<file path="config.mk">
export PLATFORM = sky130hd
export DESIGN_NAME = d2h_fis_tagger
export DESIGN_NICKNAME = d
export VERILOG_FILES = /design/src/sata_tl_pkg.sv /design/src/d2h_fis_tagger.sv
export SDC_FILE = /design/constraint.sdc
export NUM_CORES = 1
export LEC_CHECK = 0
export ABC_AREA = 0
export BUFFER_PORTS_ARGS = -buffer_cell sky130_fd_sc_hd__buf_2
export CORE_MARGIN = 4
export CORE_UTILIZATION = 44
export CTS_CLUSTER_DIAMETER = 60
export DETAILED_ROUTE_END_ITERATION = 16
export PLACE_DENSITY = 0.83
export SETUP_SLACK_MARGIN = 0.02
export SLEW_MARGIN = 20
export SYNTH_ARGS = -nofsm -noshare
export SYNTH_HDL_FRONTEND = slang
export SYNTH_SLANG_ARGS = --single-unit
</file>
<file path="constraint.sdc">
create_clock -name clk -period 2.94 [get_ports clk]
set_clock_uncertainty 0.15 [all_clocks]
set_input_delay 0.588 -clock clk [delete_from_list [all_inputs] [get_ports clk]]
set_output_delay 0.588 -clock clk [all_outputs]
set_load 0.02 [all_outputs]
</file>
<file path="src/sata_tl_pkg.sv">
//~~~~~~~~~~~~~~~~~~~~~~~~~~~~~~
// Shared widths, FIFO sizing, fill thresholds and entry type codes
// for the SATA transport buffers. Modules refer to these by
// scoped names only.
//~~~~~~~~~~~~~~~~~~~~~~~~~~~~~~

package sata_tl_pkg;

    localparam int fifo_addr_w = 9;                 // 512 words per FIFO
    localparam int fifo_depth  = 1 << fifo_addr_w;
    localparam int word_w      = 32;                // one dword
    localparam int type_w      = 2;                 // entry tag bits
    localparam int entry_w     = type_w + word_w;   // tag on top, data below

    typedef logic [fifo_addr_w-1:0] fifo_addr_t;
    typedef logic [fifo_addr_w:0]   fifo_fill_t;    // 0..512 inclusive
    typedef logic [word_w-1:0]      word_t;
    typedef logic [type_w-1:0]      h2d_type_t;
    typedef logic [type_w-1:0]      d2h_type_t;
    typedef logic [entry_w-1:0]     fifo_entry_t;

    // host -> device tags
    localparam h2d_type_t h2d_fis_data = 2'd0;
    localparam h2d_type_t h2d_fis_head = 2'd1;
    localparam h2d_type_t h2d_fis_last = 2'd2;

    // device -> host tags, ok/err entries carry no useful data
    localparam d2h_type_t d2h_fis_data = 2'd0;
    localparam d2h_type_t d2h_fis_head = 2'd1;
    localparam d2h_type_t d2h_fis_ok   = 2'd2;
    localparam d2h_type_t d2h_fis_err  = 2'd3;

    localparam fifo_fill_t fifo_full_fill  = fifo_fill_t'(fifo_depth);
    localparam fifo_fill_t xmit_start_fill = 10'd64;  // start xmit before last word
    localparam fifo_fill_t h2d_room_limit  = 10'd504; // h2d_ready drops here
    localparam fifo_fill_t d2h_many_fill   = 10'd8;   // several dwords waiting
    localparam fifo_fill_t d2h_busy_fill   = 10'd63;  // tell link to hold off

endpackage

</file>
<file path="src/d2h_fis_tagger.sv">
//~~~~~~~~~~~~~~~~~~~~~~~~~~~~~~
// Tags words coming from the link for the D2H FIFO and appends
// one R_OK / R_ERR status entry when a received FIS ends.
//~~~~~~~~~~~~~~~~~~~~~~~~~~~~~~
`timescale 1ns/10ps

module d2h_fis_tagger (
    input  logic                     clk,
    input  logic                     rst,
    input  logic                     ll_d2h_valid,        // one word from link
    input  sata_tl_pkg::word_t       ll_d2h_data,
    input  logic                     ll_incom_start,      // pulse, FIS begins
    input  logic                     ll_incom_done,       // pulse, good end
    input  logic                     ll_incom_invalidate, // pulse, bad end
    output logic                     fifo_wr,
    output sata_tl_pkg::fifo_entry_t fifo_wdata
);

    sata_tl_pkg::d2h_type_t type_r;     // tag for the next entry
    logic                   status_r;   // push end-of-FIS entry
    sata_tl_pkg::word_t     last_word;  // filler data for status entry
    logic                   fis_end;

    assign fis_end = ll_incom_done || ll_incom_invalidate;

    always_ff @(posedge clk) begin
        if (rst || ll_incom_start) begin
            type_r <= sata_tl_pkg::d2h_fis_head;  // first word is the head
        end else if (ll_d2h_valid) begin
            type_r <= sata_tl_pkg::d2h_fis_data;
        end else if (fis_end) begin
            type_r <= ll_incom_invalidate ? sata_tl_pkg::d2h_fis_err
                                          : sata_tl_pkg::d2h_fis_ok;
        end

        if (rst) begin
            status_r <= 1'b0;
        end else begin
            // only once, and only if something arrived
            status_r <= fis_end && (type_r == sata_tl_pkg::d2h_fis_data);
        end
    end

    always_ff @(posedge clk) begin
        if (ll_d2h_valid) begin
            last_word <= ll_d2h_data;
        end
    end

    assign fifo_wr    = ll_d2h_valid || status_r;
    assign fifo_wdata = {type_r, (ll_d2h_valid ? ll_d2h_data : last_word)};

    // link must not end a FIS in the cycle that carries a word
    a_end_apart: assert property (@(posedge clk) disable iff (rst)
        fis_end |-> !ll_d2h_valid)
        else $error("d2h_fis_tagger: end pulse together with data word");

endmodule

</file>
### Yosys cells after proc, flatten, opt, wreduce, memory -nomap -nowiden

Cells that the tools add are included.

* bits in registers: 35
* bits in latches: 0
* bits in writable memories: 0
* memory bits (read-only): 0
* output and inout port bits: 35
* word-level logic and storage cells: 15
* memories kept: 0

* $add $sub $neg: 0
* $mul: 0
* divide/modulo/power cells: 0
* $lt $le $gt $ge: 0
* equal/unequal tests: 0
* shift operators: 0
* multiplexer cells: 4
* bitwise gates (word level): 0
* reduce and logical (&&, ||, !) cells: 7

Operator list (count)
* 32-bit 2-to-1 mux: 1
* 1-bit logical OR: 3
* 1-bit 2-to-1 mux: 3
* 2-bit zero test: 1
* 2-bit nonzero test: 1
* 2-bit OR reduction: 1
* 1-bit logical AND: 1

### Longest topological paths before layout

* word-level depth: 3
* gate-level depth with buffers: 3
* mapped depth without buffers: 2

### Least setup slack after synthesis

No wires, ideal clock.

* path kind: input-to-output
* start: input ll_d2h_valid
* end: output fifo_wdata[10]
* arrival time: 1.251 ns
* slack: 0.951 ns
* stages on the path: 3
* path buffers: 2
* cells stage by stage: buf_6 > buf_4 > mux2_2

* cells in the longest elaborated chain, start to end: 1

Ends and longest elaborated chain
* start: declaration: RTL line d2h_fis_tagger.sv:10 `input logic ll_d2h_valid,`
* 32-bit 2-to-1 mux
* end: declaration: RTL line d2h_fis_tagger.sv:16 `output sata_tl_pkg::fifo_entry_t fifo_wdata`

Every way passes these cells.

### Worst setup path in the final report

* start: input ll_d2h_valid
* end: output fifo_wdata[26]

Same word-level chain as after synthesis.

==> impl_metrics.json <==
{
  "status": "complete, no violations",
  "clockBufferDepth": 2,
  "hold_buffers": 0,
  "num_antenna_cells": 0,
  "synth_cells": 79,
  "cp.required_ns": 2.20,
  "placed_area_sq_um": 1510,
  "final_nets": 192,
  "die_w_um": 59.0,
  "seq_area_sq_um": 701,
  "finalWirelength_um": 2350,
  "criticalPathCategory": "in2out",
  "clock-sinks": 35,
  "crit_arrival_ns": 1.75,
  "synth_area_leaders": "dfxtp_1, mux2_2, buf_4, nor4_1, buf_6",
  "area_growth_pct": 37.9,
  "antenna_found_initial": 0,
  "clk_pin_slew_worst_paths_ns": 0.10,
  "leakagePower_nw": 0.756,
  "period_minus_slack_ns": 2.49,
  "switching_share": 0.263,
  "num_rows": 18,
  "yosys.area.top_type": "dfxtp_1",
  "yosysUniqueCellTypes": 11,
  "worstMarginPinSlew_ns": 0.724,
  "hp-class": "in2reg",
  "clkPwrFrac": 0.279,
  "io_buffers": 72,
  "tns_ns": 0,
  "grt_pass1_vias": 922,
  "yosys.area.top_type_share": 0.613,
  "ir_drop_mv": 0.502,
  "vias_per_cell": 4.87,
  "track_usage": 0.145,
  "via_count": 901,
  "hold_viol": 0,
  "fmax_ghz": 0.402,
  "syn_nets": 117,
  "routabilityCongestion": 0.693,
  "worstSetupEndpointType": "output port",
  "setup_violations": 0,
  "multi_input_area_sq_um": 409,
  "p_sw_w": 0.000268,
  "dieArea_sq_um": 3480,
  "mostFrequentLayoutCell": "buf_2",
  "p_per_area_nw_per_um2": 647,
  "cp-start-kind": "input port",
  "drv_slew": 0,
  "synth.cell_area_sq_um": 1140,
  "slew_headroom": 0.517,
  "wl_per_cell_um": 12.7,
  "final_area_sq_um": 1580,
  "combPwrFrac": 0.199,
  "first_pass_iters": 2,
  "final_cell_mix": "buf_2, dfxtp_1, mux2_2",
  "cp_max_fo": 36,
  "grt_setup_unrepaired": "no",
  "postCtsSetupBuffers": 0,
  "ys_seq_area_frac": 0.613,
  "grt_max_degree": 37,
  "core_sq_um": 2480,
  "drc": 0,
  "cts_resized": 0,
  "avgSynthCellArea_sq_um": 14.5,
  "start_util": 0.462,
  "num-fill-cells": 203,
  "cts_tree": "yes",
  "yosysWarnings": 0,
  "drive_above_1_share": 0.723,
  "fin_hold_ws_ns": 0.278,
  "drtAntennaViolNets": 0,
  "drtIter0Drc": 19,
  "cts_root_buf": "clkbuf_4",
  "die_h_um": 59.0,
  "cts_buffers": 5,
  "p_total_w": 0.00102,
  "grt_overflow": 0,
  "fin_crit_sh": 0.845,
  "synth_seq_cells": 35,
  "max-cap-violations": 0,
  "seq_power_share": 0.522,
  "clk_latency_ns": 0.33,
  "ioPinCount": 73,
  "internal-power_w": 0.000752,
  "grt_first_pass_wirelength_um": 3710,
  "h-tree-depth": 2
}
## area by class of cell
| cell class | instances | area share |
|---|---|---|
| multi-input cells | 40 | 0.260 |
| repair buffers | 72 | 0.229 |
| flip-flops and latches | 35 | 0.444 |
| well taps | 30 | 0.0238 |
| clock buffers | 8 | 0.0437 |
## flip-flops by register name, indices dropped and copies added, names as in the netlist
register,flops
status_r,1
last_word,32
type_r,2
## final timing paths
path	from	endpoint	slack (ns)	depth (start not counted)
worst max register to register	type_r[0]	type_r[0]	1.73	2
worst min register to register	last_word[7]	last_word[7]	0.33	1
worst min-delay path	ll_incom_start	type_r[1]	0.28	2
worst max-delay path	ll_d2h_valid	fifo_wdata[26]	0.45	3
## metrics by stage
step / setup WS (ns) / util / std cells
global placement: 0.469 / 0.609 / 177
detailed placement: 0.438 / 0.609 / 177
global route: 0.366 / 0.636 / 185
floorplan: 0.951 / - / 79
CTS: 0.437 / 0.636 / 185
finish: 0.455 / 0.636 / 185
## kinds of logic after synthesis
group / synth area share
flip-flops: 0.613
buffers and inverters: 0.0295
multiplexers: 0.315
AND/OR/NAND/NOR: 0.0427
## power by group through the flow
stage                     clock network, W  logic [W]  registers (W)
after detailed placement                 0   0.000206       0.000545
after CTS                         0.000297   0.000206       0.000534
after global routing              0.000315   0.000219       0.000538
final                             0.000285   0.000203       0.000533
after global placement                   0   0.000200       0.000542
after floorplan                          0   0.000134       0.000541
## synth_stat cells, drive strengths merged
library cell	instances
nor3b	1
nor4	2
buf	4
dfxtp	35
nor2	1
nor2b	1
or4	1
nor3	1
mux2	32
or2	1
## critical path, cell delays in order
cell and delay (ns):
buf_2 0.56, mux2_2 0.42, buf_2 0.16
## metal layers
metal	global-route usage	part of all wire	routed length (um)
met5	0	0	0
met4	0.0583	0.015	35
met3	0.0871	0.14	338
met2	0.254	0.51	1200
met1	0.135	0.33	775
(Power assumes the default switching activity.)
