==> src/sata_tl_pkg.sv <==
//~~~~~~~~~~~~~~~~~~~~~~~~~~~~~~
// Shared widths, FIFO sizing, fill thresholds and entry type codes
// for the SATA transport buffers. Modules refer to these by
// scoped names only.
//~~~~~~~~~~~~~~~~~~~~~~~~~~~~~~

package sata_tl_pkg;

    localparam int fifo_addr_w = 9;                 // 512 words per FIFO
    localparam int fifo_depth  = 1 << fifo_addr_w;
    localparam int word_w      = 32;                // one dword
    localparam int type_w      = 2;                 // entry tag bits
    localparam int entry_w     = type_w + word_w;   // tag on top, data below

    typedef logic [fifo_addr_w-1:0] fifo_addr_t;
    typedef logic [fifo_addr_w:0]   fifo_fill_t;    // 0..512 inclusive
    typedef logic [word_w-1:0]      word_t;
    typedef logic [type_w-1:0]      h2d_type_t;
    typedef logic [type_w-1:0]      d2h_type_t;
    typedef logic [entry_w-1:0]     fifo_entry_t;

    // host -> device tags
    localparam h2d_type_t h2d_fis_data = 2'd0;
    localparam h2d_type_t h2d_fis_head = 2'd1;
    localparam h2d_type_t h2d_fis_last = 2'd2;

    // device -> host tags, ok/err entries carry no useful data
    localparam d2h_type_t d2h_fis_data = 2'd0;
    localparam d2h_type_t d2h_fis_head = 2'd1;
    localparam d2h_type_t d2h_fis_ok   = 2'd2;
    localparam d2h_type_t d2h_fis_err  = 2'd3;

    localparam fifo_fill_t fifo_full_fill  = fifo_fill_t'(fifo_depth);
    localparam fifo_fill_t xmit_start_fill = 10'd64;  // start xmit before last word
    localparam fifo_fill_t h2d_room_limit  = 10'd504; // h2d_ready drops here
    localparam fifo_fill_t d2h_many_fill   = 10'd8;   // several dwords waiting
    localparam fifo_fill_t d2h_busy_fill   = 10'd63;  // tell link to hold off

endpackage

==> src/h2d_frame_sched.sv <==
//~~~~~~~~~~~~~~~~~~~~~~~~~~~~~~
// Decides when the link may start an outgoing frame: after a FIS
// head, once the whole FIS or enough of it sits in the H2D FIFO.
// Issues a one-cycle ll_frame_req.
//~~~~~~~~~~~~~~~~~~~~~~~~~~~~~~
`timescale 1ns/10ps

module h2d_frame_sched (
    input  logic                    clk,
    input  logic                    rst,
    input  logic                    h2d_valid,      // host writes an entry
    input  sata_tl_pkg::h2d_type_t  h2d_type,
    input  sata_tl_pkg::fifo_fill_t fill,           // h2d FIFO occupancy
    input  logic                    ll_frame_busy,  // link can't take a request
    output logic                    ll_frame_req
);

    typedef enum logic [1:0] {
        st_idle,
        st_collect,
        st_request
    } sched_state_t;

    sched_state_t state;
    logic         head_wr;   // FIS head going in
    logic         last_wr;   // FIS end going in
    logic         start_ok;

    assign head_wr  = h2d_valid && (h2d_type == sata_tl_pkg::h2d_fis_head);
    assign last_wr  = h2d_valid && (h2d_type == sata_tl_pkg::h2d_fis_last);
    // whole FIS in, or enough buffered to keep the link fed
    assign start_ok = !ll_frame_busy
                   && (last_wr || (fill >= sata_tl_pkg::xmit_start_fill));

    always_ff @(posedge clk) begin
        if (rst) begin
            state <= st_idle;
        end else begin
            case (state)
                st_idle: begin
                    if (head_wr) begin
                        state <= st_collect;
                    end
                end
                st_collect: begin
                    if (start_ok) begin
                        state <= st_request;  // busy high keeps us waiting
                    end
                end
                st_request: begin
                    state <= st_idle;         // single pulse
                end
                default: begin
                    state <= st_idle;
                end
            endcase
        end
    end

    assign ll_frame_req = (state == st_request);

    a_req_pulse: assert property (@(posedge clk) disable iff (rst)
        ll_frame_req |=> !ll_frame_req)
        else $error("h2d_frame_sched: frame request longer than one cycle");

endmodule

==> config.mk <==
export PLATFORM = sky130hd
export DESIGN_NAME = h2d_frame_sched
export DESIGN_NICKNAME = d
export VERILOG_FILES = /design/src/sata_tl_pkg.sv /design/src/h2d_frame_sched.sv
export SDC_FILE = /design/constraint.sdc
export NUM_CORES = 1
export LEC_CHECK = 0
export ABC_AREA = 1
export BUFFER_PORTS_ARGS = -buffer_cell sky130_fd_sc_hd__buf_2
export CAP_MARGIN = 30
export CORE_AREA = 5 5 42 44
export DETAILED_ROUTE_END_ITERATION = 10
export DIE_AREA = 0 0 47 49
export GPL_ROUTABILITY_DRIVEN = 0
export PLACE_DENSITY = 0.42
export SETUP_SLACK_MARGIN = 0.2
export SLEW_MARGIN = 10
export SYNTH_ARGS = -nofsm -noshare
export SYNTH_HDL_FRONTEND = slang
export SYNTH_SLANG_ARGS = --single-unit
==> constraint.sdc <==
create_clock -name clk -period 0.97 [get_ports clk]
set_input_delay 0.1455 -clock clk [delete_from_list [all_inputs] [get_ports clk]]
set_output_delay 0.1455 -clock clk [all_outputs]
set_load 0.05 [all_outputs]
======== Word-level counts from Yosys, hierarchy flattened ========
Index checks and enable logic that the tools add are counted.
W data, S select, Z words.
cells by class
  multiplexer cells ....................... 3
  reductions and logical operators ........ 7
  order comparisons ....................... 1
  equality and inequality tests ........... 6
operators with widths
  kind                   number
  $ge A10 B7 Y1 const B  1
  $eq A2 B1 Y1 const B   2
  $eq A2 B2 Y1 const B   2
  $mux W2                2
  $ne A2 B2 Y1 const B   2
  $pmux W2 S2            1
  $logic_and A1 B1 Y1    3
  $logic_not A2 Y1       1
  $reduce_and A2 Y1      1
  $logic_not A1 Y1       1
  $logic_or A1 B1 Y1     1
word-level totals
  bits in registers ....................... 2
  output and inout bits ................... 1
  logic and storage cells ................. 18
  input bits .............................. 16

======== Logic depth before layout (Yosys ltp) ========
Gate-level depths: netlist of the first run.
  word-level depth ........................ 6
  mapped depth ............................ 6
  mapped depth without buffers ............ 6

======== Worst setup path before layout of the first run ========
Ideal clock, no wire load.
  kind .................................... flip-flop to output port
  from .................................... register state[1]
  to ...................................... output ll_frame_req
  data arrival time ....................... 1.060 ns
  setup slack ............................. -0.235 ns
  required time ........................... 0.824 ns
  stages on the path, launching flop included .. 3
  cells stage by stage .................... dfxtp_1 inv_1 nor2_1
between the ends
  cells in the longest elaborated chain, start to end .. 1
ends and longest elaborated chain
  item                      line                   text
  start: declaration        h2d_frame_sched.sv:24  sched_state_t state;
  start signal: assignment  h2d_frame_sched.sv:37  state <= st_idle;
  start signal: assignment  h2d_frame_sched.sv:42  state <= st_collect;
  start signal: assignment  h2d_frame_sched.sv:47  state <= st_request;
  $eq A2 B2 Y1              h2d_frame_sched.sv:60  assign ll_frame_req = (state == st_request);
  end: declaration          h2d_frame_sched.sv:15  output logic ll_frame_req
No other way between the ends.

======== Worst setup path in the final report of the first run ========
Same ends and word-level chain as after synthesis.

==> summary.md, run 1 <==
| Metric | Value |
|---|---|
| Vias | 149 |
| Most frequent cells in the layout | 9 x buf_2, 3 x inv_1, 3 x nor2_1, 3 x clkbuf_4 |
| CP endpoint kind | output pin |
| Placed Cells | 44 |
| Hold WS | approximately 100 ps |
| FF-to-FF End | state[0] |
| Drt via density | 3.04 |
| Syn Inst Count | 18 |
| Biggest register | state |
| 1st-iter DRT viols | 0 |
| Worst Setup EP | ll_frame_req |
| Diode count | 0 |
| Peak VDD IR | between 0.0003 and 0.0004 V |
| Clk sinks | 2 |
| Final Hold Fails | 0 |
| Sequential area share after synthesis | 0.305 |
| Crit Path Max Fanout | 2 |
| Worst slew pin tran | 111 ps |
| Dpl hpwl | between 200 and 300 um |
| WP data required | between 800 and 900 ps |
| Max Root-Sink Buffers | 2 |
| Chip height | ~49 um |
| Die W | ~47 um |
| Largest registers | state: 2 flops |
| Hold buffers post-CTS | 0 |
| Final Instance Count excl. Fillers | 49 |
| Status | completed |
| DRT Wirelength | ~360 um |
| CTS Root Cell | clkbuf_4 |
| Fmax | ~1.0 GHz |
| Number of global-route vias before repair | around 160 |
| Initial Utilization | 0.0938 |
| Initial antenna violation count | 0 |
| DRC viols | 0 |
| Max reg flops | 2 |
| FP Rows | 14 |
| Power Density | approximately 1200 mW/mm^2 |
| Net count after synthesis | 34 |
| Die area | about 0.0023 mm^2 |
| Crit path from | state[1] |
| Clk_lat worst skew | 220 ps |
| Area of the mapped netlist | around 130 um^2 |
| Yosys warnings | 0 |
| Area Growth Syn to Fin | 94.3% |
| Pin count of the biggest net entering global routing | 3 |
| Clk_skew | 1.84 ps |
| Share of cells above drive strength 1 | 0.727 |
| Aggregate global-route resource usage | 0.0401 |
| Most common cell after layout, fill and taps aside | buf_2 |
| Hold WC Path Type | in -> reg |
| RSZ-0062 raised after global routing | yes |
| Total gr overflow | 0 |
| Syn Area/Cell | between 7 and 8 um^2 |
| Routed length per placed instance | ~7.3 um |
| R2R cell count | 4 |
| Setup crit start kind | register |
| Setup ws final | roughly 11 ps |
| Final Max Tran Viols | 0 |
| Maxcap violations | 0 |
| Endpoints failing setup | 0 |
| DRT Pass-1 Iters | 1 |
| Flops & latches, synth | 2 |
| Antenna-violating nets left | 0 |
| I/O pin cnt | 17 |
| CP arrival | ~810 ps |
| Tcrit/Tclk final | 0.989 |
| Pre-CTS WS | roughly 94 ps |
| First-pass GRT wire length | 558 um |
| Clk slew on worst S/H paths | approximately 30 ps |
| Nets@finish | between 50 and 60 |
| WS Path Type | reg -> out |
| Tmin final | around 960 ps |
| Setup TNS | 0 ps |
| Reg2reg start | state[1] |
| Yosys cell types | 9 |
| CTS tree | done |
| Lkg Pwr | between 0.1 and 0.15 nW |
| Internal reg-to-reg setup slack | about 200 ps |
| Max-slew headroom | 0.926 |
| Port bufs | 10 |
| H-tree levels | 1 |
| Num CTS Buffers | 3 |
| Core region area | between 0.001 and 0.0015 mm^2 |
==> where the power goes <==
group / switching, mW / internal (mW)
registers: 0.00183 / 0.0856
logic: 0.0210 / 0.0241
clock network: 0.0458 / 0.136
total: 0.0687 / 0.246
==> worst max-delay path: stages (launching register included) <==
cell and delay (ps):
dfxtp_2 320, inv_2 50, nor2_4 70, buf_6 150
==> metal layers <==
layer | vias to the layer above | wire (um) | track usage
met4 | 0 | 0 | 0.0276
met5 | - | 0 | 0
met1 | 55 | 139 | 0.0328
met3 | 0 | 59 | 0.0590
li1 | 88 | - | -
met2 | 6 | 158 | 0.0452
==> synthesized netlist by cell type <==
cell type / n / area (um^2)
nand3_1: 2 / 10.0
nand4_1: 1 / 6.26
inv_1: 4 / 15.0
dfxtp_1: 2 / 40.0
nor2_4: 1 / 11.3
nand2_2: 2 / 12.5
nor2_1: 4 / 15.0
a21oi_2: 1 / 8.76
nor3b_2: 1 / 12.5
==> stage by stage <==
step                      power, mW  utilization  area (um^2)
after global routing          0.340        0.182          255
final                         0.315        0.182          255
after floorplan               0.109            -          140
after CTS                     0.328        0.176          246
after detailed placement      0.131        0.150          210
after global placement        0.130        0.150          210
==> how the worst min path moves through the flow <==
stage               from  cells past startpoint  slack (ps)       end
floorplan            rst                      1         210  state[1]
global placement     rst                      2         340  state[0]
detailed placement   rst                      2         340  state[0]
CTS                  rst                      2         100  state[0]
global route         rst                      2         110  state[0]
finish               rst                      2         100  state[0]
==> logic make-up after synthesis <==
logic type | Yosys count | share of synthesized area
AOI/OAI and AO/OA | 1 | 0.0667
buffers and inverters | 4 | 0.114
DFF | 2 | 0.305
and+or+nand+nor | 11 | 0.514
==> repair_timing <==
item | in CTS | in global routing
endpoints found under the setup margin | 3 | 3
buffers inserted | 1 | 1
resized for setup | 2 | 1
pin swaps | 1 | 2
==> layout make-up <==
type,count,area (um^2)
Fill cell,173,1150
Multi-Input combinational cell,12,83.8
Inverter,4,15.0
Clock buffer,3,22.5
Timing Repair Buffer,12,71.3
Tap cell,16,20.0
Sequential cell,2,42.5
No activity file was read; power rests on OpenSTA's default activity.
==> run 2: changes to the inputs <==
--- a/config.mk
+++ b/config.mk
@@ -5,14 +5,15 @@
 export SDC_FILE = /design/constraint.sdc
 export NUM_CORES = 1
 export LEC_CHECK = 0
-export ABC_AREA = 1
+export ABC_AREA = 0
 export BUFFER_PORTS_ARGS = -buffer_cell sky130_fd_sc_hd__buf_2
 export CAP_MARGIN = 30
 export CORE_AREA = 5 5 42 44
+export CTS_CLUSTER_DIAMETER = 80
 export DETAILED_ROUTE_END_ITERATION = 10
 export DIE_AREA = 0 0 47 49
 export GPL_ROUTABILITY_DRIVEN = 0
-export PLACE_DENSITY = 0.42
+export PLACE_DENSITY = 0.41
 export SETUP_SLACK_MARGIN = 0.2
 export SLEW_MARGIN = 10
 export SYNTH_ARGS = -nofsm -noshare
==> summary.md, run 2 <==
| Metric | Value |
|---|---|
| Final Hold Fails | 0 (unchanged) |
| DRC viols | 0 (unchanged) |
| Primary FF master, synth | dfxtp_1 |
| Final Max Tran Viols | 0 (unchanged) |
| I/O pin cnt | 17 (unchanged) |
| Die area | 0.00230 mm^2 (unchanged) |
| WS Path Type | reg -> out |
| Pin count of the biggest net entering global routing | 3 (unchanged) |
| Max reg flops | 2 (unchanged) |
| Share of cells above drive strength 1 | 0.923 (+0.196) |
| Initial Utilization | 0.0857 (-0.00804) |
| DRT Wirelength | 475 um (+33%) |
| Worst slew pin tran | 373 ps (+262 ps) |
| Tcrit/Tclk final | 1.00 (+0.0112) |
| Crit Path Max Fanout | 2 (unchanged) |
| Syn Area/Cell | 10.9 um^2 (+50%) |
| Lkg Pwr | 0.113 nW (-4.0%) |
| Sequential area share after synthesis | 0.333 (+0.0286) |
| Nets@finish | 44 (-14%) |
| Leading cell types by total area after synthesis | dfxtp_1 33%, nor4_4 18%, nor4_2 10%, a2111oi_1 8.3%, nand3b_1 6.3% |
| DRT Pass-1 Iters | 3 (+2) |
| Setup TNS | -0.0579 ps (-0.0579 ps) |
| Most frequent cells in the layout | 9 x buf_2, 3 x clkbuf_4, 2 x dfxtp_2 |
| CTS Root Cell | clkbuf_4 |
| Aggregate global-route resource usage | 0.0520 (+0.0120) |
| Setup ws final | -0.0579 ps (-10.9 ps) |
| Clk sinks | 2 (unchanged) |
| Number of synthesized flops with an enable pin | 0 (unchanged) |
| Biggest register | state |
| Placed cell area | 200 um^2 (-4.8%) |
| Dpl hpwl | 333 um (+17%) |
| Max-slew headroom | 0.750 (-0.176) |
| Largest area contributor in the netlist | dfxtp_1 |
| Most common cell after layout, fill and taps aside | buf_2 |
| Proportion of netlist area held by the largest area contributor | 0.333 (+0.0286) |
| Post-route cell area | 297 um^2 (+16%) |
| Flops & latches, synth | 2 (unchanged) |
| Final Instance Count excl. Fillers | 42 (-14%) |
| Chip height | 49 um (unchanged) |
| Syn Inst Count | 11 (-7) |
| Yosys cell types | 10 (+1) |
| Hold WS | 145 ps (+42.0 ps) |
| Area Growth Syn to Fin | 147% |
| Drt via density | 3.71 (+22%) |
| CP arrival | 820 ps (about the same) |
| Clk slew on worst S/H paths | 30 ps (about the same) |
| Status | finished, violations left |
| Vias | 156 (+4.7%) |
| First-pass GRT wire length | 745 um (+34%) |
| Top-count cell post-synth | dfxtp_1 |
| CTS tree | done |
| WP data required | 820 ps (about the same) |
| 1st-iter DRT viols | 2 (+2) |
| Initial antenna violation count | 0 (unchanged) |
| Diode count | 0 (unchanged) |
| Net count after synthesis | 27 (-21%) |
| Number of global-route vias before repair | 190 (+19%) |
| Final core occ | 0.212 (+0.0295) |
| CP endpoint kind | output pin |
| Maxcap violations | 0 (unchanged) |
| Yosys warnings | 0 (unchanged) |
| Core region area | 0.00140 mm^2 (unchanged) |
| Tmin final | 970 ps (+10.9 ps) |
| Fmax | 1.03 GHz (-1.1%) |
| Async S/R FF share, synth | 0 (unchanged) |
| Endpoints failing setup | 1 (+1) |
| Port bufs | 10 (unchanged) |
| Clk_skew | 3.31 ps (+1.47 ps) |
| Hold WC Path Type | in -> reg |
| Num CTS Buffers | 3 (unchanged) |
| Total gr overflow | 0 (unchanged) |
| Hold buffers post-CTS | 0 (unchanged) |
| Max Root-Sink Buffers | 2 (unchanged) |
| RSZ-0062 raised after global routing | yes |
| Violated checks | setup timing |
| Clk_lat worst skew | 220 ps (about the same) |
| H-tree levels | 1 (unchanged) |
| Largest registers | state: 2 flops |
| Die W | 47 um (unchanged) |
| Power Density | 1150 mW/mm^2 (-6.3%) |
| Area of the mapped netlist | 120 um^2 (-8.6%) |
| Peak VDD IR | 0.000482 V (+43%) |
| Pre-CTS WS | 37.9 ps (-56.3 ps) |
| Total power | 0.342 mW (+8.8%) |
| FP Rows | 14 (unchanged) |
| Routed length per placed instance | 11.3 um (+55%) |
| Placed Cells | 37 (-16%) |
| Antenna-violating nets left | 0 (unchanged) |
| Setup crit start kind | register |
==> run 2: cell count changes after synthesis, sizes merged, moves of 2 or more <==
cell / before / now
nor4: 0 / 2
nand3: 2 / 0
nand2: 2 / 0
nor2: 5 / 0
inv: 4 / 1
==> run 2: worst max-delay path, stage by stage, from the launching register on <==
cell	delay, ps
dfxtp_2	310
nor2b_4	140
buf_8	150
==> run 2: worst paths after layout <==
kind | startpoint | to | slack [ps] | cells after the start
max | state[1] | ll_frame_req | -0.06 | 2
min | rst | state[0] | 150 | 2
min reg2reg | state[1] | state[1] | 520 | 2
max reg2reg | state[0] | state[1] | 140 | 3
==> run 2: layout make-up <==
cell class	count	area (um^2)
Timing Repair Buffer	12	78.8
Multi-Input combinational cell	8	129
Tap cell	16	20.0
Inverter	1	3.75
Clock buffer	3	22.5
Sequential cell	2	42.5
Fill cell	162	1100
==> run 2: logic make-up (layout without fill, tap and decap cells) <==
logic type             Yosys count  in the layout  synth area share
DFF                              2              2             0.333
AOI/OAI and AO/OA                3              3             0.188
buffers and inverters            1             16            0.0312
and+or+nand+nor                  5              5             0.448
==> run 2: report_power, final <==
group,leakage (nW),switching [mW],total (mW),internal (mW)
Sequential,0.0172,0.00287,0.0894,0.0865
Combinational,0.0821,0.0335,0.0690,0.0356
Clock,0.0138,0.0476,0.184,0.136
Total,0.113,0.0840,0.342,0.259
==> run 2: what timing repair did <==
action / in CTS / in global routing
resized for setup: 8 / 2
pin swaps: 2 / 1
setup buffers: 2 / 0
endpoints found under the setup margin: 2 / 3
cloned: 0 / 0
==> run 2: routing by layer <==
| layer | wire length, um | vias to the layer above | global-route usage | share of wire |
|---|---|---|---|---|
| li1 | - | 74 | - | - |
| met1 | 189 | 65 | 0.0503 | 0.40 |
| met2 | 188 | 13 | 0.0566 | 0.40 |
| met3 | 76 | 4 | 0.0406 | 0.16 |
| met4 | 20 | 0 | 0.0691 | 0.042 |
| met5 | 0 | - | 0 | 0 |
==> run 3: changes to the inputs <==
--- a/config.mk
+++ b/config.mk
@@ -6,14 +6,15 @@
 export NUM_CORES = 1
 export LEC_CHECK = 0
 export ABC_AREA = 0
-export BUFFER_PORTS_ARGS = -buffer_cell sky130_fd_sc_hd__buf_2
 export CAP_MARGIN = 30
 export CORE_AREA = 5 5 42 44
 export CTS_CLUSTER_DIAMETER = 80
 export DETAILED_ROUTE_END_ITERATION = 10
 export DIE_AREA = 0 0 47 49
+export DONT_BUFFER_PORTS = 1
 export GPL_ROUTABILITY_DRIVEN = 0
-export PLACE_DENSITY = 0.41
+export GPL_TIMING_DRIVEN = 0
+export PLACE_DENSITY = 0.3
 export SETUP_SLACK_MARGIN = 0.2
 export SLEW_MARGIN = 10
 export SYNTH_ARGS = -nofsm -noshare
==> summary.md, run 3 (synthesized netlist as in run 2, its figures left out) <==
| Metric | Value |
|---|---|
| Vias | 110 (-29%) |
| Hold WC Path Type | in -> reg |
| Final Hold Fails | 2 (+2) |
| H-tree levels | 1 (unchanged) |
| Port bufs | 0 (-10) |
| Drt via density | 3.55 (-4.5%) |
| DRC viols | 0 (unchanged) |
| Die W | 47 um (unchanged) |
| Placed Cells | 27 (-27%) |
| Area Growth Syn to Fin | 83.3% |
| Placed cell area | 150 um^2 (-25%) |
| Largest registers | state: 2 flops |
| Setup ws final | -46.1 ps (-46.0 ps) |
| CP max-delay cell | dfxtp_2 |
| Aggregate global-route resource usage | 0.0401 (-0.0120) |
| Clk_skew | 1.28 ps (-2.02 ps) |
| Fmax | 0.984 GHz (-4.5%) |
| Antenna-violating nets left | 0 (unchanged) |
| CTS tree | done |
| Crit-path leading delay family | flip-flops |
| Chip height | 49 um (unchanged) |
| Worst slew pin tran | 333 ps (-39.4 ps) |
| Crit Path Max Fanout | 3 (+1) |
| DRT Pass-1 Iters | 2 (-1) |
| Total gr overflow | 0 (unchanged) |
| Biggest register | state |
| Core region area | 0.00140 mm^2 (unchanged) |
| Num CTS Buffers | 3 (unchanged) |
| CP Cell Sequence | nor2b_4 |
| Power Density | 1370 mW/mm^2 (+19%) |
| Diode count | 0 (unchanged) |
| DRT Wirelength | 362 um (-24%) |
| WP data required | 820 ps (about the same) |
| Endpoints failing setup | 1 (unchanged) |
| Share of cells above drive strength 1 | 0.800 (-0.123) |
| CP arrival | 870 ps (+50 ps) |
| Final core occ | 0.157 (-0.0545) |
| CP endpoint kind | output pin |
| Final Instance Count excl. Fillers | 31 (-26%) |
| Status | finished, violations left |
| Most common cell after layout, fill and taps aside | clkbuf_4 |
| FP Rows | 14 (unchanged) |
| Initial Utilization | 0.0857 (unchanged) |
| Clk slew on worst S/H paths | 30 ps (about the same) |
| Peak VDD IR | 0.000233 V (-52%) |
| 1st-iter DRT viols | 2 (unchanged) |
| Setup crit start kind | register |
| Bufs and invs on worst path | 0 (-1) |
| Tcrit/Tclk final | 1.05 (+0.0475) |
| RSZ-0062 raised after global routing | yes |
| Max Root-Sink Buffers | 2 (unchanged) |
| Final Max Tran Viols | 0 (unchanged) |
| I/O pin cnt | 17 (unchanged) |
| Number of global-route vias before repair | 138 (-27%) |
| Max reg flops | 2 (unchanged) |
| Violated checks | hold timing, setup timing |
| Tmin final | 1020 ps (+46.0 ps) |
| Initial antenna violation count | 0 (unchanged) |
| CTS Root Cell | clkbuf_4 |
| Clk sinks | 2 (unchanged) |
| Clk_lat worst skew | 220 ps (about the same) |
| Post-route cell area | 220 um^2 (-26%) |
| Pin count of the biggest net entering global routing | 4 (+1) |
| Die area | 0.00230 mm^2 (unchanged) |
| Lkg Pwr | 0.0655 nW (-42%) |
| Hold WS | -15.2 ps (-160 ps) |
| Critical Path Max Stage Delay | 340 ps (+30 ps) |
| Maxcap violations | 0 (unchanged) |
| First-pass GRT wire length | 572 um (-23%) |
| Fillers | 171 (+5.6%) |
| Most frequent cells in the layout | 3 x clkbuf_4, 2 x nor4_4, 2 x dfxtp_2 |
| Nets@finish | 33 (-25%) |
| Routed length per placed instance | 11.7 um (+3.3%) |
| Max-slew headroom | 0.777 (+0.0277) |
| WS Path Type | reg -> out |
## run 3: cell types whose count changed in the layout (fill, tap and decap cells not counted), sizes merged
cell  delta
buf     -11
## run 3: through the flow
stage,setup TNS (ps),power [mW],setup slack [ps]
final,-46.1,0.302,-46.1
after CTS,-58.4,0.304,-58.4
after global routing,-86.1,0.322,-86.1
after floorplan,0,0.107,175
after global placement,0,0.109,105
after detailed placement,0,0.109,110
## run 3: where the power goes
| group | leakage [nW] | internal, mW | total, mW | switching [mW] |
|---|---|---|---|---|
| logic | 0.0345 | 0.0164 | 0.0305 | 0.0141 |
| registers | 0.0172 | 0.0865 | 0.0909 | 0.00434 |
| clock network | 0.0138 | 0.136 | 0.181 | 0.0446 |
| total | 0.0655 | 0.239 | 0.302 | 0.0631 |
## run 3: path summary, 6_finish.rpt
| kind | cells after the start | from | end | slack [ps] |
|---|---|---|---|---|
| setup / recovery | 1 | state[0] | ll_frame_req | -50 |
| hold / removal | 1 | rst | state[0] | -20 |
| setup reg to reg | 2 | state[0] | state[1] | 170 |
| hold reg to reg | 2 | state[0] | state[1] | 510 |
## run 3: layout make-up
cell class / count / area (um^2) / share of cell area
Multi-Input combinational cell: 8 / 124 / 0.563
Sequential cell: 2 / 42.5 / 0.193
Clock buffer: 3 / 22.5 / 0.102
Tap cell: 16 / 20.0 / 0.0909
Timing Repair Buffer: 1 / 7.51 / 0.0341
Inverter: 1 / 3.75 / 0.0170
## run 3: routing by layer
| metal | wire (um) | global-route usage | part of all wire |
|---|---|---|---|
| met1 | 94 | 0.0306 | 0.26 |
| met5 | 0 | 0 | 0 |
| met3 | 101 | 0.0590 | 0.28 |
| met2 | 166 | 0.0407 | 0.46 |
| met4 | 0 | 0.0415 | 0 |
## run 3: repair_timing
| action | CTS | global route |
|---|---|---|
| pin swaps | 1 | 0 |
| resized for setup | 1 | 4 |
| setup buffers | 1 | 0 |
| cloned | 0 | 0 |
| setup endpoints to repair | 2 | 3 |
| hold endpoints to repair | 2 | 2 |
