[src/sata_tl_pkg.sv]
//~~~~~~~~~~~~~~~~~~~~~~~~~~~~~~
// Shared widths, FIFO sizing, fill thresholds and entry type codes
// for the SATA transport buffers. Modules refer to these by
// scoped names only.
//~~~~~~~~~~~~~~~~~~~~~~~~~~~~~~

package sata_tl_pkg;

    localparam int fifo_addr_w = 9;                 // 512 words per FIFO
    localparam int fifo_depth  = 1 << fifo_addr_w;
    localparam int word_w      = 32;                // one dword
    localparam int type_w      = 2;                 // entry tag bits
    localparam int entry_w     = type_w + word_w;   // tag on top, data below

    typedef logic [fifo_addr_w-1:0] fifo_addr_t;
    typedef logic [fifo_addr_w:0]   fifo_fill_t;    // 0..512 inclusive
    typedef logic [word_w-1:0]      word_t;
    typedef logic [type_w-1:0]      h2d_type_t;
    typedef logic [type_w-1:0]      d2h_type_t;
    typedef logic [entry_w-1:0]     fifo_entry_t;

    // host -> device tags
    localparam h2d_type_t h2d_fis_data = 2'd0;
    localparam h2d_type_t h2d_fis_head = 2'd1;
    localparam h2d_type_t h2d_fis_last = 2'd2;

    // device -> host tags, ok/err entries carry no useful data
    localparam d2h_type_t d2h_fis_data = 2'd0;
    localparam d2h_type_t d2h_fis_head = 2'd1;
    localparam d2h_type_t d2h_fis_ok   = 2'd2;
    localparam d2h_type_t d2h_fis_err  = 2'd3;

    localparam fifo_fill_t fifo_full_fill  = fifo_fill_t'(fifo_depth);
    localparam fifo_fill_t xmit_start_fill = 10'd64;  // start xmit before last word
    localparam fifo_fill_t h2d_room_limit  = 10'd504; // h2d_ready drops here
    localparam fifo_fill_t d2h_many_fill   = 10'd8;   // several dwords waiting
    localparam fifo_fill_t d2h_busy_fill   = 10'd63;  // tell link to hold off

endpackage

[src/fifo_ctrl.sv]
//~~~~~~~~~~~~~~~~~~~~~~~~~~~~~~
// Pointer and fill control for one same-clock FIFO in front of a
// two-stage registered memory. Presents first-word-fall-through
// output: nempty means the memory output register holds a word.
//~~~~~~~~~~~~~~~~~~~~~~~~~~~~~~
`timescale 1ns/10ps

module fifo_ctrl (
    input  logic                    clk,
    input  logic                    rst,
    input  logic                    wr,        // push one entry
    input  logic                    rd,        // consumer takes the output word
    output logic                    nempty,    // output register valid
    output sata_tl_pkg::fifo_fill_t fill,      // entries held, incl. pipeline
    output sata_tl_pkg::fifo_addr_t waddr,
    output sata_tl_pkg::fifo_addr_t raddr,
    output logic                    mem_re,    // latch array word
    output logic                    mem_regen  // move latch to output reg
);

    logic                    stage_valid;  // memory latch holds a word
    sata_tl_pkg::fifo_fill_t mem_words;    // still only in the array

    // words not yet pulled out of the array
    assign mem_words = fill
                     - sata_tl_pkg::fifo_fill_t'(stage_valid)
                     - sata_tl_pkg::fifo_fill_t'(nempty);

    // output reg free or emptied this cycle
    assign mem_regen = stage_valid && (!nempty || rd);
    // refill the latch when it is empty or moving on
    assign mem_re    = (mem_words != '0) && (!stage_valid || mem_regen);

    always_ff @(posedge clk) begin
        if (rst) begin
            waddr       <= '0;
            raddr       <= '0;
            fill        <= '0;
            stage_valid <= 1'b0;
            nempty      <= 1'b0;
        end else begin
            if (wr) begin
                waddr <= waddr + 1'b1;
            end
            if (mem_re) begin
                raddr <= raddr + 1'b1;
            end
            if (wr && !rd) begin
                fill <= fill + 1'b1;
            end else if (!wr && rd) begin
                fill <= fill - 1'b1;
            end
            if (mem_re) begin
                stage_valid <= 1'b1;   // new word in latch
            end else if (mem_regen) begin
                stage_valid <= 1'b0;   // drained to output
            end
            if (mem_regen) begin
                nempty <= 1'b1;
            end else if (rd) begin
                nempty <= 1'b0;        // last word taken
            end
        end
    end

    // writer must respect the fill thresholds upstream
    a_no_overflow: assert property (@(posedge clk) disable iff (rst)
        !(wr && (fill == sata_tl_pkg::fifo_full_fill)))
        else $error("fifo_ctrl: write into a full FIFO");

    // consumer has to qualify its read with nempty
    a_no_underflow: assert property (@(posedge clk) disable iff (rst)
        rd |-> nempty)
        else $error("fifo_ctrl: read while output is empty");

endmodule

[config.mk]
export PLATFORM = sky130hd
export DESIGN_NAME = fifo_ctrl
export DESIGN_NICKNAME = d
export VERILOG_FILES = /design/src/sata_tl_pkg.sv /design/src/fifo_ctrl.sv
export SDC_FILE = /design/constraint.sdc
export NUM_CORES = 1
export LEC_CHECK = 0
export CAP_MARGIN = 20
export CORE_MARGIN = 2
export CORE_UTILIZATION = 25
export DETAILED_ROUTE_END_ITERATION = 10
export DONT_BUFFER_PORTS = 1
export GPL_TIMING_DRIVEN = 0
export MAX_ROUTING_LAYER = met4
export PLACE_DENSITY = 0.47
export SLEW_MARGIN = 5
export SYNTH_ARGS = -nofsm -noshare
export SYNTH_HDL_FRONTEND = slang
export SYNTH_SLANG_ARGS = --single-unit
[constraint.sdc]
create_clock -name clk -period 4.85 [get_ports clk]
set_input_delay 0.2425 -clock clk [delete_from_list [all_inputs] [get_ports clk]]
set_output_delay 0.2425 -clock clk [all_outputs]
set_load 0.05 [all_outputs]
; ---- Yosys cells after proc, flatten, opt, wreduce, memory -nomap -nowiden
; Cells that the tools add are included.
[op_classes]
n_reduce_logical = 14
n_mux = 6
addsub = 6
[op_table]
columns = cell, n
row1 = 10-bit 2-to-1 mux, 2
row2 = 10-bit by 1-bit subtractor with 10-bit output, 2
row3 = 9-bit by 1-bit adder with 9-bit output (second input constant), 2
row4 = 10-bit by 1-bit adder with 10-bit output (second input constant), 1
row5 = 10-bit nonzero test, 1
row6 = 10-bit by 1-bit subtractor with 10-bit output (second input constant), 1
row7 = 2-bit nonzero test, 3
row8 = 1-bit logical AND, 4
row9 = 1-bit zero test, 4
row10 = 1-bit 2-to-1 mux, 4
row11 = 1-bit logical OR, 2
[word_totals]
in_bits = 4
reg_bits = 30
output_inout_bits = 31

; ---- Logic depth before layout (Yosys ltp)
; Gate-level depths: netlist (run 1).
[logic_depth]
ltp_word = 6
depth_mapped = 12
mapped_depth_nobuf = 11

; ---- Least setup slack after synthesis (run 1)
; OpenSTA, ideal clock, no wires.
[synth_path]
path_type = reg2out
from = reg fill[0]
to = out mem_re
t_arrival_ns = 2.869
stages_incl_launch_ff = 11
setup_slack_ns = 1.739
path_buffers = 1
cell_sequence = dfxtp_1 > inv_1 > fa_1 > ha_1 > nor2_1 > ha_1 > nor4b_1 > nand4_1 > o21ai_2 > buf_4 > inv_1
[synth_via]
elab_chain_cells = 4
[synth_rtl]
columns = element, line_no
row1 = start: declaration, fifo_ctrl.sv:14  ; output sata_tl_pkg::fifo_fill_t fill,
row2 = start signal: assignment, fifo_ctrl.sv:49  ; fill <= fill + 1'b1;
row3 = start signal: assignment, fifo_ctrl.sv:51  ; fill <= fill - 1'b1;
row4 = 10-bit by 1-bit subtractor with 10-bit output, fifo_ctrl.sv:26  ; - sata_tl_pkg::fifo_fill_t'(stage_valid)
row5 = 10-bit by 1-bit subtractor with 10-bit output, fifo_ctrl.sv:27  ; - sata_tl_pkg::fifo_fill_t'(nempty);
row6 = 10-bit nonzero test, fifo_ctrl.sv:32  ; assign mem_re = (mem_words != '0) && (!stage_valid || mem_regen);
row7 = 1-bit logical AND, fifo_ctrl.sv:32
row8 = end: declaration, fifo_ctrl.sv:17  ; output logic mem_re,
; Every way passes these cells.

; ---- Worst setup path after layout (run 1)
; Same ends and word-level chain as after synthesis.

==> results of run 1 <==
## per-layer routing
layer  track usage (%)  up-vias
li1                  -      741
met1              14.7      670
met2              17.4       38
met3              5.02        7
met4              4.20        0
met5                 -        -
## sequential cells by signal, indices dropped and copies added, names as in the netlist
register,cells
fill,10
nempty,1
raddr,9
stage_valid,1
waddr,9
## cells in the final DEF (no fill, tap or decap), drive strengths merged, types with 2 or more instances in the layout
cell      n
or4       3
nand2    15
a2111oi   2
nor4b     2
a21oi    17
inv       7
xor2     11
or3       9
fa        2
a211oi    2
o21ai    10
nand4     7
nor2b     4
o31ai     4
clkbuf    9
a311oi    2
and3      2
nand3     3
nor2     19
nor3      2
buf       2
o22ai     2
dfxtp    30
xnor2     5
or2       2
ha       14
a21o      3
mux2i     3
a211o     2
## worst reg2reg max path, cell delays in order (launching register included)
cell	delay (ns)
dfxtp_1	0.78
inv_1	0.15
fa_1	0.56
ha_1	0.22
nor2_1	0.08
ha_1	0.27
nor4b_1	0.28
nand4_1	0.24
o21ai_2	0.31
buf_4	0.23
mux2i_1	0.19
nor2_1	0.05
## final cells by class
class                   instances  area, um^2  share of cell area, %
well taps                      80         100                   5.17
clock inverters                 2        12.5                  0.646
clock buffers                   6        82.6                   4.26
flip-flops and latches         30         601                   31.0
plain buffers                   5        22.5                   1.16
inverters                       7        26.3                   1.36
multi-input cells             156        1090                   56.4
## per-stage QoR
step / instances / hold WS, ns / power [uW] / util, % / cell area, um^2
6_report: 286 / 0.110 / 940 / 28.7 / 1940
5_1_grt: 286 / 0.112 / 1020 / 28.7 / 1940
4_1_cts: 286 / 0.100 / 957 / 28.7 / 1940
3_5_place_dp: 278 / 0.410 / 733 / 27.3 / 1840
3_3_place_gp: 278 / 0.395 / 733 / 27.3 / 1840
2_1_floorplan: 198 / 0.390 / 668 / - / 1740
## worst paths after layout
kind | slack [ns] | startpoint | cells past startpoint | endpoint
max reg2reg | 1.37 | fill[0] | 11 | raddr[1]
min reg2reg | 0.53 | stage_valid | 2 | nempty
max | 0.98 | fill[0] | 10 | mem_re
min | 0.11 | wr | 2 | waddr[0]
## where the power goes
group	total (uW)	switching [uW]	internal, uW
clock	214	100	114
sequential	431	153	278
combinational	295	160	135
## kinds of logic after synthesis
family / after synthesis / synth area share, %
flops: 30 / 34.5
mux: 4 / 2.37
buf+inv: 12 / 2.80
fa+ha+maj: 16 / 12.4
compound gates: 49 / 17.7
xor+xnor: 16 / 8.48
simple gates: 71 / 21.8
==> impl_results.md, run 1 <==
- Outcome: completed
- Global-route usage over all layers: 11.9%
- Top cells by instance count after synthesis: 30 x dfxtp_1, 19 x nor2_1, 17 x a21oi_1, 15 x nand2_1, 14 x ha_1
- Synthesized area per cell: 8.80 um^2
- Ant diodes: 0
- Slowest CP cell: dfxtp_1
- Resized cells post-CTS: 0
- Power per cell area: 485 nW/um^2
- Delay-heaviest family, CP: adder cells
- Initial Utilization: 25.8%
- Max Cap Violations: 0
- Largest net degree at the start of global routing: 11
- GRT overflow: 0
- Core footprint: 6760 um^2
- Hold_buf cts: 0
- Via count: 1456
- EDFF count, synth: 0
- Final setup fails: 0
- Syn Std Cell Area: 1740 um^2
- Routed Antenna Nets: 0
- Worst Path Buf+Inv: 3
- PortBufs: 0
- CP Launch Type: flop
- Initial DRC Count: 38
- Max Transition Viols Final: 0
- Synth area leaders: dfxtp_1 34%, ha_1 10%, xor2_1 5.0%
- Worst Tran Pin Value: 0.940 ns
- Die ar.: 7650 um^2
- Post CTS Setup Buffer Count: 0
- Pre-CTS setup slack: 1.30 ns
- Clock Path Buffers: 2
- Nets: 225
- Largest area contributor in the netlist: dfxtp_1
- Synth cell types: 42
- Post-DP HPWL: 3.11 mm
- Setup TNS: 0 ns
- FF+latch count, synth: 30
- Die Span Y: 87.5 um
- Boundary Pins: 35
- Met3 WL: 319 um
- Fillers: 730
- Site row count: 30
- Num Clock Sinks: 30
- Post-layout minimum cycle time: 3.87 ns
- Synth async-reset ratio: 0%
- Vias per cell: 5.09
- Syn nets: 218
- Final Hold Vio Count: 0
- Worst setup path class: reg2out
- Period utilization: 79.8%
- Worst-Skew Late Latency: 0.28 ns
- Slew margin rel.: 37.2%
- First-pass GRT wire length: 6.79 mm
- WL final: 4.09 mm
- Final worst slack: 0.982 ns
- Sequential share of the synthesized area: 34.5%
- Mapped Cells: 198
- Post-DR wirelength/cell: 14.3 um
- Setup crit end kind: primary output
- Drt first pass iters: 4
- Fmax: 0.259 GHz
- CTS root buffer: clkbuf_8
- Ys Warns: 0
- H-Tree Depth: 2
- Initial antenna violation count: 0
- Metal1 wirelength: 1.92 mm
- Max incr delay on CP: 0.78 ns
- WL met2: 1.79 mm
- CP Data Required Time: 4.61 ns
- Prevailing post-synth register cell: dfxtp_1
- Final Wtd Congestion: 0.792
- Max Clock Skew: 0.00777 ns
- RSZ-0062 raised after global routing: no
- Vias in the first global route: 1361
- Arr. time, crit path: 3.63 ns
- CTS tree: done
- Share of layout cells above drive strength 1: 7.28%
- Critical path, cell by cell: inv_1, fa_1, ha_1, nor2_1, ha_1, nor4b_1, nand4_1, o21ai_2, buf_4, inv_1
- HP Class: in2reg
- Leakage: 0.000731 uW
- Max Used Layer: met4
- Worst-path clk slew: 0.07 ns
- CTS Buf Count: 5
- Synth-to-layout area growth: 11.2%
- Crit Path Max Fanout: 10
- Cell with the most instances after synthesis: dfxtp_1
- VDD IR max: 0.328 mV
- Remaining DRCs: 0
- Die Width: 87.5 um
- Post-synth top area share: 34.5%
(Power assumes the default switching activity.)
==> run 2, diff against run 1 <==
- PLACE_DENSITY: 0.47 -> 0.49
- clock period: 4.85 -> 3.55 ns (I/O delays scaled with it)
==> run 2 against run 1 <==
- clock skew is 0.0034 ns lower
- first-iteration DRC count shrank 29%
- sequential cell count stayed put
- highest routed layer unchanged
- clock power rose by 66%
- wire length fell by 0.98%
- power rose by 44%
- sequential share of layout area shrank 0.20 points
- core utilization grew 0.43 points
- count of clock-buffer cells in the layout is the same
- global-route usage up 0.20 points
- combinational power increased by 39%
==> impl_results.md, run 2 (synthesis results as in run 1) <==
- Outcome: completed
- HP Class: in2reg
- Multi-input logic area: 1100 um^2 (+0.57%)
- Drt first pass iters: 4 (unchanged)
- CTS Buf Count: 5 (unchanged)
- CTS tree: done
- Vias per cell: 5.07 (-0.41%)
- Num Clock Sinks: 30 (unchanged)
- Placed Area: 1840 um^2 (unchanged)
- Crit path capture: mem_re
- Worst Path Buf+Inv: 3 (unchanged)
- CTS root buffer: clkbuf_8
- Slew margin rel.: 37.0% (-0.25 points)
- Boundary Pins: 35 (unchanged)
- Final Hold Vio Count: 0 (unchanged)
- Largest register FFs: 10 (unchanged)
- Fillers: 729 (-0.14%)
- Nets: 225 (unchanged)
- Final instance area: 1970 um^2 (+1.5%)
- RSZ-0062 raised after global routing: no
- Worst Tran Pin Value: 0.944 ns (+0.00367 ns)
- Routed Antenna Nets: 0 (unchanged)
- Leakage: 0.000744 uW (+1.8%)
- Delay-heaviest family, CP: adder cells
- GRT overflow: 0 (unchanged)
- VDD IR max: 0.264 mV (-19%)
- Post-DR wirelength/cell: 14.2 um (-0.63%)
- Max incr delay on CP: 0.55 ns (-0.23 ns)
- Core footprint: 6760 um^2 (unchanged)
- Reg-to-reg critical path endpoint: raddr[1]
- Largest regs: fill (10), raddr (9), waddr (9)
- Post-layout minimum cycle time: 3.34 ns
- Setup crit end kind: primary output
- Vias in the first global route: 1383 (+1.6%)
- Share of layout cells above drive strength 1: 8.29% (+1.0 points)
- Final setup fails: 0 (unchanged)
- Worst-Skew Late Latency: 0.29 ns (about the same)
- Initial DRC Count: 27 (-29%)
- Setup TNS: 0 ns (unchanged)
- Site row count: 30 (unchanged)
- CP Launch Type: flop
- Global-route usage over all layers: 12.1% (+0.20 points)
- Reg with most FFs: fill
- Worst-path clk slew: 0.06 ns (about the same)
- Clock Path Buffers: 2 (unchanged)
- Power per cell area: 689 nW/um^2 (+42%)
- Most frequent cells in the layout: 28 x dfxtp_1, 19 x nor2_1, 17 x a21oi_1
- Largest net degree at the start of global routing: 11 (unchanged)
- Die ar.: 7650 um^2 (unchanged)
- H-Tree Depth: 2 (unchanged)
- Initial antenna violation count: 0 (unchanged)
- Initial Utilization: 25.8% (unchanged)
- Max Clock Skew: 0.00433 ns (-0.00344 ns)
- Post-DP HPWL: 3.06 mm (-1.5%)
- Final worst slack: 0.207 ns (-0.775 ns)
- Synth-to-layout area growth: 12.9%
- Most common cell after layout, fill and taps aside: dfxtp_1
- Hold_buf cts: 0 (unchanged)
- Launch point of the worst path: fill[0]
- Slowest CP cell: fa_1
- Worst setup path class: reg2out
- WL final: 4.05 mm (-0.98%)
- Critical path, cell by cell: inv_1, fa_1, ha_1, nor2_1, ha_1, nor4b_2, nand4_1, o21ai_2, buf_4, inv_1
- Total chip power: 1350 uW (+44%)
- FF-to-FF path depth: 11 (unchanged)
- PortBufs: 0 (unchanged)
- Ant diodes: 0 (unchanged)
- Arr. time, crit path: 3.17 ns (-0.46 ns)
- Max Transition Viols Final: 0 (unchanged)
- Remaining DRCs: 0 (unchanged)
- R2R setup slack: 0.52 ns (-0.85 ns)
- Fmax: 0.299 GHz
- Die Span Y: 87.5 um (unchanged)
- CP Data Required Time: 3.37 ns (-1.24 ns)
- FF+latch area: 606 um^2 (+0.83%)
- Via count: 1445 (-0.76%)
- Final Wtd Congestion: 0.816 (+3.0%)
- Crit path depth: 10 (unchanged)
- Pre-CTS setup slack: 0.00509 ns (-1.30 ns)
- Die Width: 87.5 um (unchanged)
- First-pass GRT wire length: 6.84 mm (+0.71%)
- Reg2reg start: fill[0]
- Max Cap Violations: 0 (unchanged)
- Period utilization: 94.2%
- Crit Path Max Fanout: 10 (unchanged)
-- run 2: cell count changes in the layout (fill, tap and decap cells not counted) --
cell,previous run,this run
nor4b_2,0,1
clkinvlp_4,1,0
dfxtp_1,30,28
dfxtp_4,0,1
nor4b_1,1,0
clkinv_2,1,0
bufinv_16,0,1
dfxtp_2,0,1
-- run 2: per-stage QoR --
step,utilization (%),instances,hold slack (ns)
final,29.1,285,0.0410
after global routing,29.1,285,0.0406
after CTS,29.0,285,0.0344
after detailed placement,27.3,278,0.347
after global placement,27.3,278,0.328
after floorplan,-,198,0.325
-- run 2: layout make-up --
cell class	instances	area share, %
Tap cell	80	5.09
Sequential cell	30	30.8
Clock buffer	6	4.20
Buffer	5	1.15
Inverter	7	1.34
Clock inverter	1	1.53
Multi-Input combinational cell	156	55.9
-- run 2: power by group --
group	total, uW	internal [uW]	switching [uW]
Clock	356	224	131
Combinational	411	188	223
Sequential	588	380	208
Total	1350	793	562
-- run 2: what timing repair did --
action / in CTS / in global routing
pin swaps: 0 / 0
setup endpoints to repair: 2 / 1
buffers inserted: 0 / 0
resized for setup: 3 / 1
-- run 2: worst min-delay path by stage --
stage	from	slack [ns]	to	depth (start not counted)
5_1_grt	wr	0.04	waddr[1]	2
4_1_cts	wr	0.03	waddr[0]	2
6_report	wr	0.04	waddr[0]	2
3_3_place_gp	wr	0.33	waddr[0]	2
3_5_place_dp	wr	0.35	waddr[0]	2
2_1_floorplan	wr	0.33	waddr[0]	2
-- run 2: per-layer routing --
layer,wire length [um],GRT usage (%),share of wire (%),vias up
met4,90,6.15,2.2,0
met3,302,4.55,7.5,10
met5,0,-,0,-
met2,1740,17.5,43,42
met1,1910,14.7,47,657
li1,-,-,-,736
==> run 3, diff against run 2 <==
- SLEW_MARGIN: 5 -> 40
- clock period: 3.55 -> 2.9 ns (I/O delays scaled with it)
==> run 3 against run 2 <==
- the run now ends with negative setup slack left
- register-to-register slack worse by 0.60 ns
- setup slack worse by 0.29 ns
- cell count up 3.2%
- non-clock buffer count up 8
- core utilization up 2.7 points
- critical endpoint unchanged
- sequential power up 24%
- clock power up 51%
- clock skew up 0.0023 ns
==> impl_results.md, run 3 (synthesis results as in run 1) <==
- Nets: 233 (+3.6%)
- Most frequent cells in the layout: 25 x dfxtp_1, 18 x nor2_1, 15 x nand2_1, 15 x a21oi_1, 11 x ha_1
- Reg-to-reg critical path endpoint: raddr[5]
- Delay-heaviest family, CP: adder cells
- H-Tree Depth: 2 (unchanged)
- Critical path, cell by cell: inv_2, fa_2, inv_2, ha_4, nor2_4, ha_4, nor4b_4, nand4_1, o21ai_2, buf_6, clkinvlp_4
- Arr. time, crit path: 2.84 ns (-0.33 ns)
- Num Clock Sinks: 30 (unchanged)
- Hold path depth: 2 (unchanged)
- Final setup fails: 4 (+4)
- Worst Tran Pin Value: 0.656 ns (-0.288 ns)
- Worst setup path class: reg2out
- Launch point of the worst path: fill[0]
- Boundary Pins: 35 (unchanged)
- Clock power frac: 29.1% (+2.8 points)
- Routed Antenna Nets: 0 (unchanged)
- Via count: 1464 (+1.3%)
- Worst Path Buf+Inv: 4 (+1)
- HP Class: in2reg
- Die ar.: 7650 um^2 (unchanged)
- CP Data Required Time: 2.76 ns (-0.61 ns)
- Post-DR wirelength/cell: 14.4 um (+1.4%)
- Reg with most FFs: fill
- Outcome: complete, but fails checks
- Die Width: 87.5 um (unchanged)
- Clock Path Buffers: 2 (unchanged)
- Reg2reg start: fill[0]
- Worst Hold Launch: wr
- Vias in the first global route: 1446 (+4.6%)
- Post-DP HPWL: 3.05 mm (-0.40%)
- Switching Share: 39.5% (-2.0 points)
- Period utilization: 103%
- Post-layout minimum cycle time: 2.98 ns
- Leakage: 0.000809 uW (+8.7%)
- Setup crit end kind: primary output
- CTS root buffer: clkbuf_8
- Synth-to-layout area growth: 23.5%
- Core footprint: 6760 um^2 (unchanged)
- Final std cells w/o fill: 294 (+3.2%)
- Dpl cells: 278 (unchanged)
- PortBufs: 0 (unchanged)
- P_int: 1120 uW (+41%)
- Initial Utilization: 25.8% (unchanged)
- Most common cell after layout, fill and taps aside: dfxtp_1
- Worst-path clk slew: 0.07 ns (about the same)
- Global-route usage over all layers: 12.6% (+0.49 points)
- Final Wtd Congestion: 0.835 (+2.3%)
- Failing checks: negative setup slack
- Setup TNS: -0.197 ns (-0.197 ns)
- Max Transition Viols Final: 0 (unchanged)
- Min-Delay Endpoint: waddr[1]
- Site row count: 30 (unchanged)
- Comb pwr share: 31.2% (+0.9 points)
- Max incr delay on CP: 0.57 ns (+0.02 ns)
- Fmax: 0.335 GHz
- Max Cap Violations: 0 (unchanged)
- Initial DRC Count: 40 (+48%)
- CTS Buf Count: 5 (unchanged)
- NetSw: 729 uW (+30%)
- Power per cell area: 858 nW/um^2 (+25%)
- WL final: 4.23 mm (+4.6%)
- Drt first pass iters: 4 (unchanged)
- GRT overflow: 0 (unchanged)
- R2R setup slack: -0.08 ns (-0.60 ns)
- Worst-Skew Late Latency: 0.29 ns (about the same)
- Sequential Power Share: 39.7% (-3.7 points)
- Largest register FFs: 10 (unchanged)
- Remaining DRCs: 0 (unchanged)
- Max Clock Skew: 0.00667 ns (+0.00235 ns)
- RSZ-0062 raised after global routing: yes
- CTS tree: done
- Pre-CTS setup slack: -0.373 ns (-0.378 ns)
- Largest regs: fill (10), raddr (9), waddr (9)
- Die Span Y: 87.5 um (unchanged)
- FF-to-FF path depth: 12 (+1)
- Largest net degree at the start of global routing: 11 (unchanged)
- First-pass GRT wire length: 7.22 mm (+5.6%)
- Share of layout cells above drive strength 1: 19.2% (+11 points)
- CP Launch Type: flop
- Ant diodes: 0 (unchanged)
- Slowest CP cell: fa_2
- Final worst slack: -0.0823 ns (-0.289 ns)
- Slew margin rel.: 56.2% (+19 points)
- VDD IR max: 0.375 mV (+42%)
- Vias per cell: 4.98 (-1.8%)
- Final Hold Vio Count: 0 (unchanged)
- Initial antenna violation count: 0 (unchanged)
- Crit Path Max Fanout: 6 (-4)
[run 3: timing repair]
action | CTS | global route
hold buffers | 1 | 0
hold endpoints to repair | 1 | 0
gates resized for setup | 17 | 8
pin swaps | 8 | 3
setup endpoints to repair | 10 | 11
setup buffers | 6 | 2
gates cloned | 0 | 0
[run 3: worst max path at each step]
stage / endpoint / cells past startpoint
3_3_place_gp: raddr[1] / 11
6_report: mem_re / 11
2_1_floorplan: mem_re / 10
5_1_grt: mem_re / 11
3_5_place_dp: raddr[1] / 11
4_1_cts: mem_re / 11
[run 3: area by class of cell]
| type | count | area (um^2) |
|---|---|---|
| Timing Repair Buffer | 8 | 66.3 |
| Tap cell | 80 | 100 |
| Fill cell | 715 | 4610 |
| Sequential cell | 30 | 612 |
| Clock inverter | 2 | 60.1 |
| Buffer | 5 | 26.3 |
| Multi-Input combinational cell | 156 | 1170 |
| Inverter | 7 | 30.0 |
| Clock buffer | 6 | 82.6 |
[run 3: power groups by stage]
stage	combinational, uW	sequential, uW	clock [uW]
5_1_grt	656	746	569
4_1_cts	563	733	550
3_3_place_gp	492	731	0
3_5_place_dp	494	731	0
2_1_floorplan	414	704	0
6_report	576	732	538
[run 3: routing by layer]
metal / track usage [%] / wire, um / part of all wire, % / vias up
met1: 15.2 / 1990 / 47 / 678
li1: - / - / - / 745
met3: 4.74 / 293 / 6.9 / 7
met2: 18.9 / 1880 / 44 / 34
met4: 5.03 / 67 / 1.6 / 0
met5: - / 0 / 0 / -
[run 3: metrics by stage]
stage               utilization [%]  instance area (um^2)  power, uW  hold slack, ns
floorplan                         -                  1740       1120           0.293
global placement               27.3                  1840       1220           0.296
detailed placement             27.3                  1850       1230           0.311
CTS                            31.3                  2110       1850         0.00914
global route                   31.8                  2150       1970          0.0260
finish                         31.8                  2150       1850          0.0114
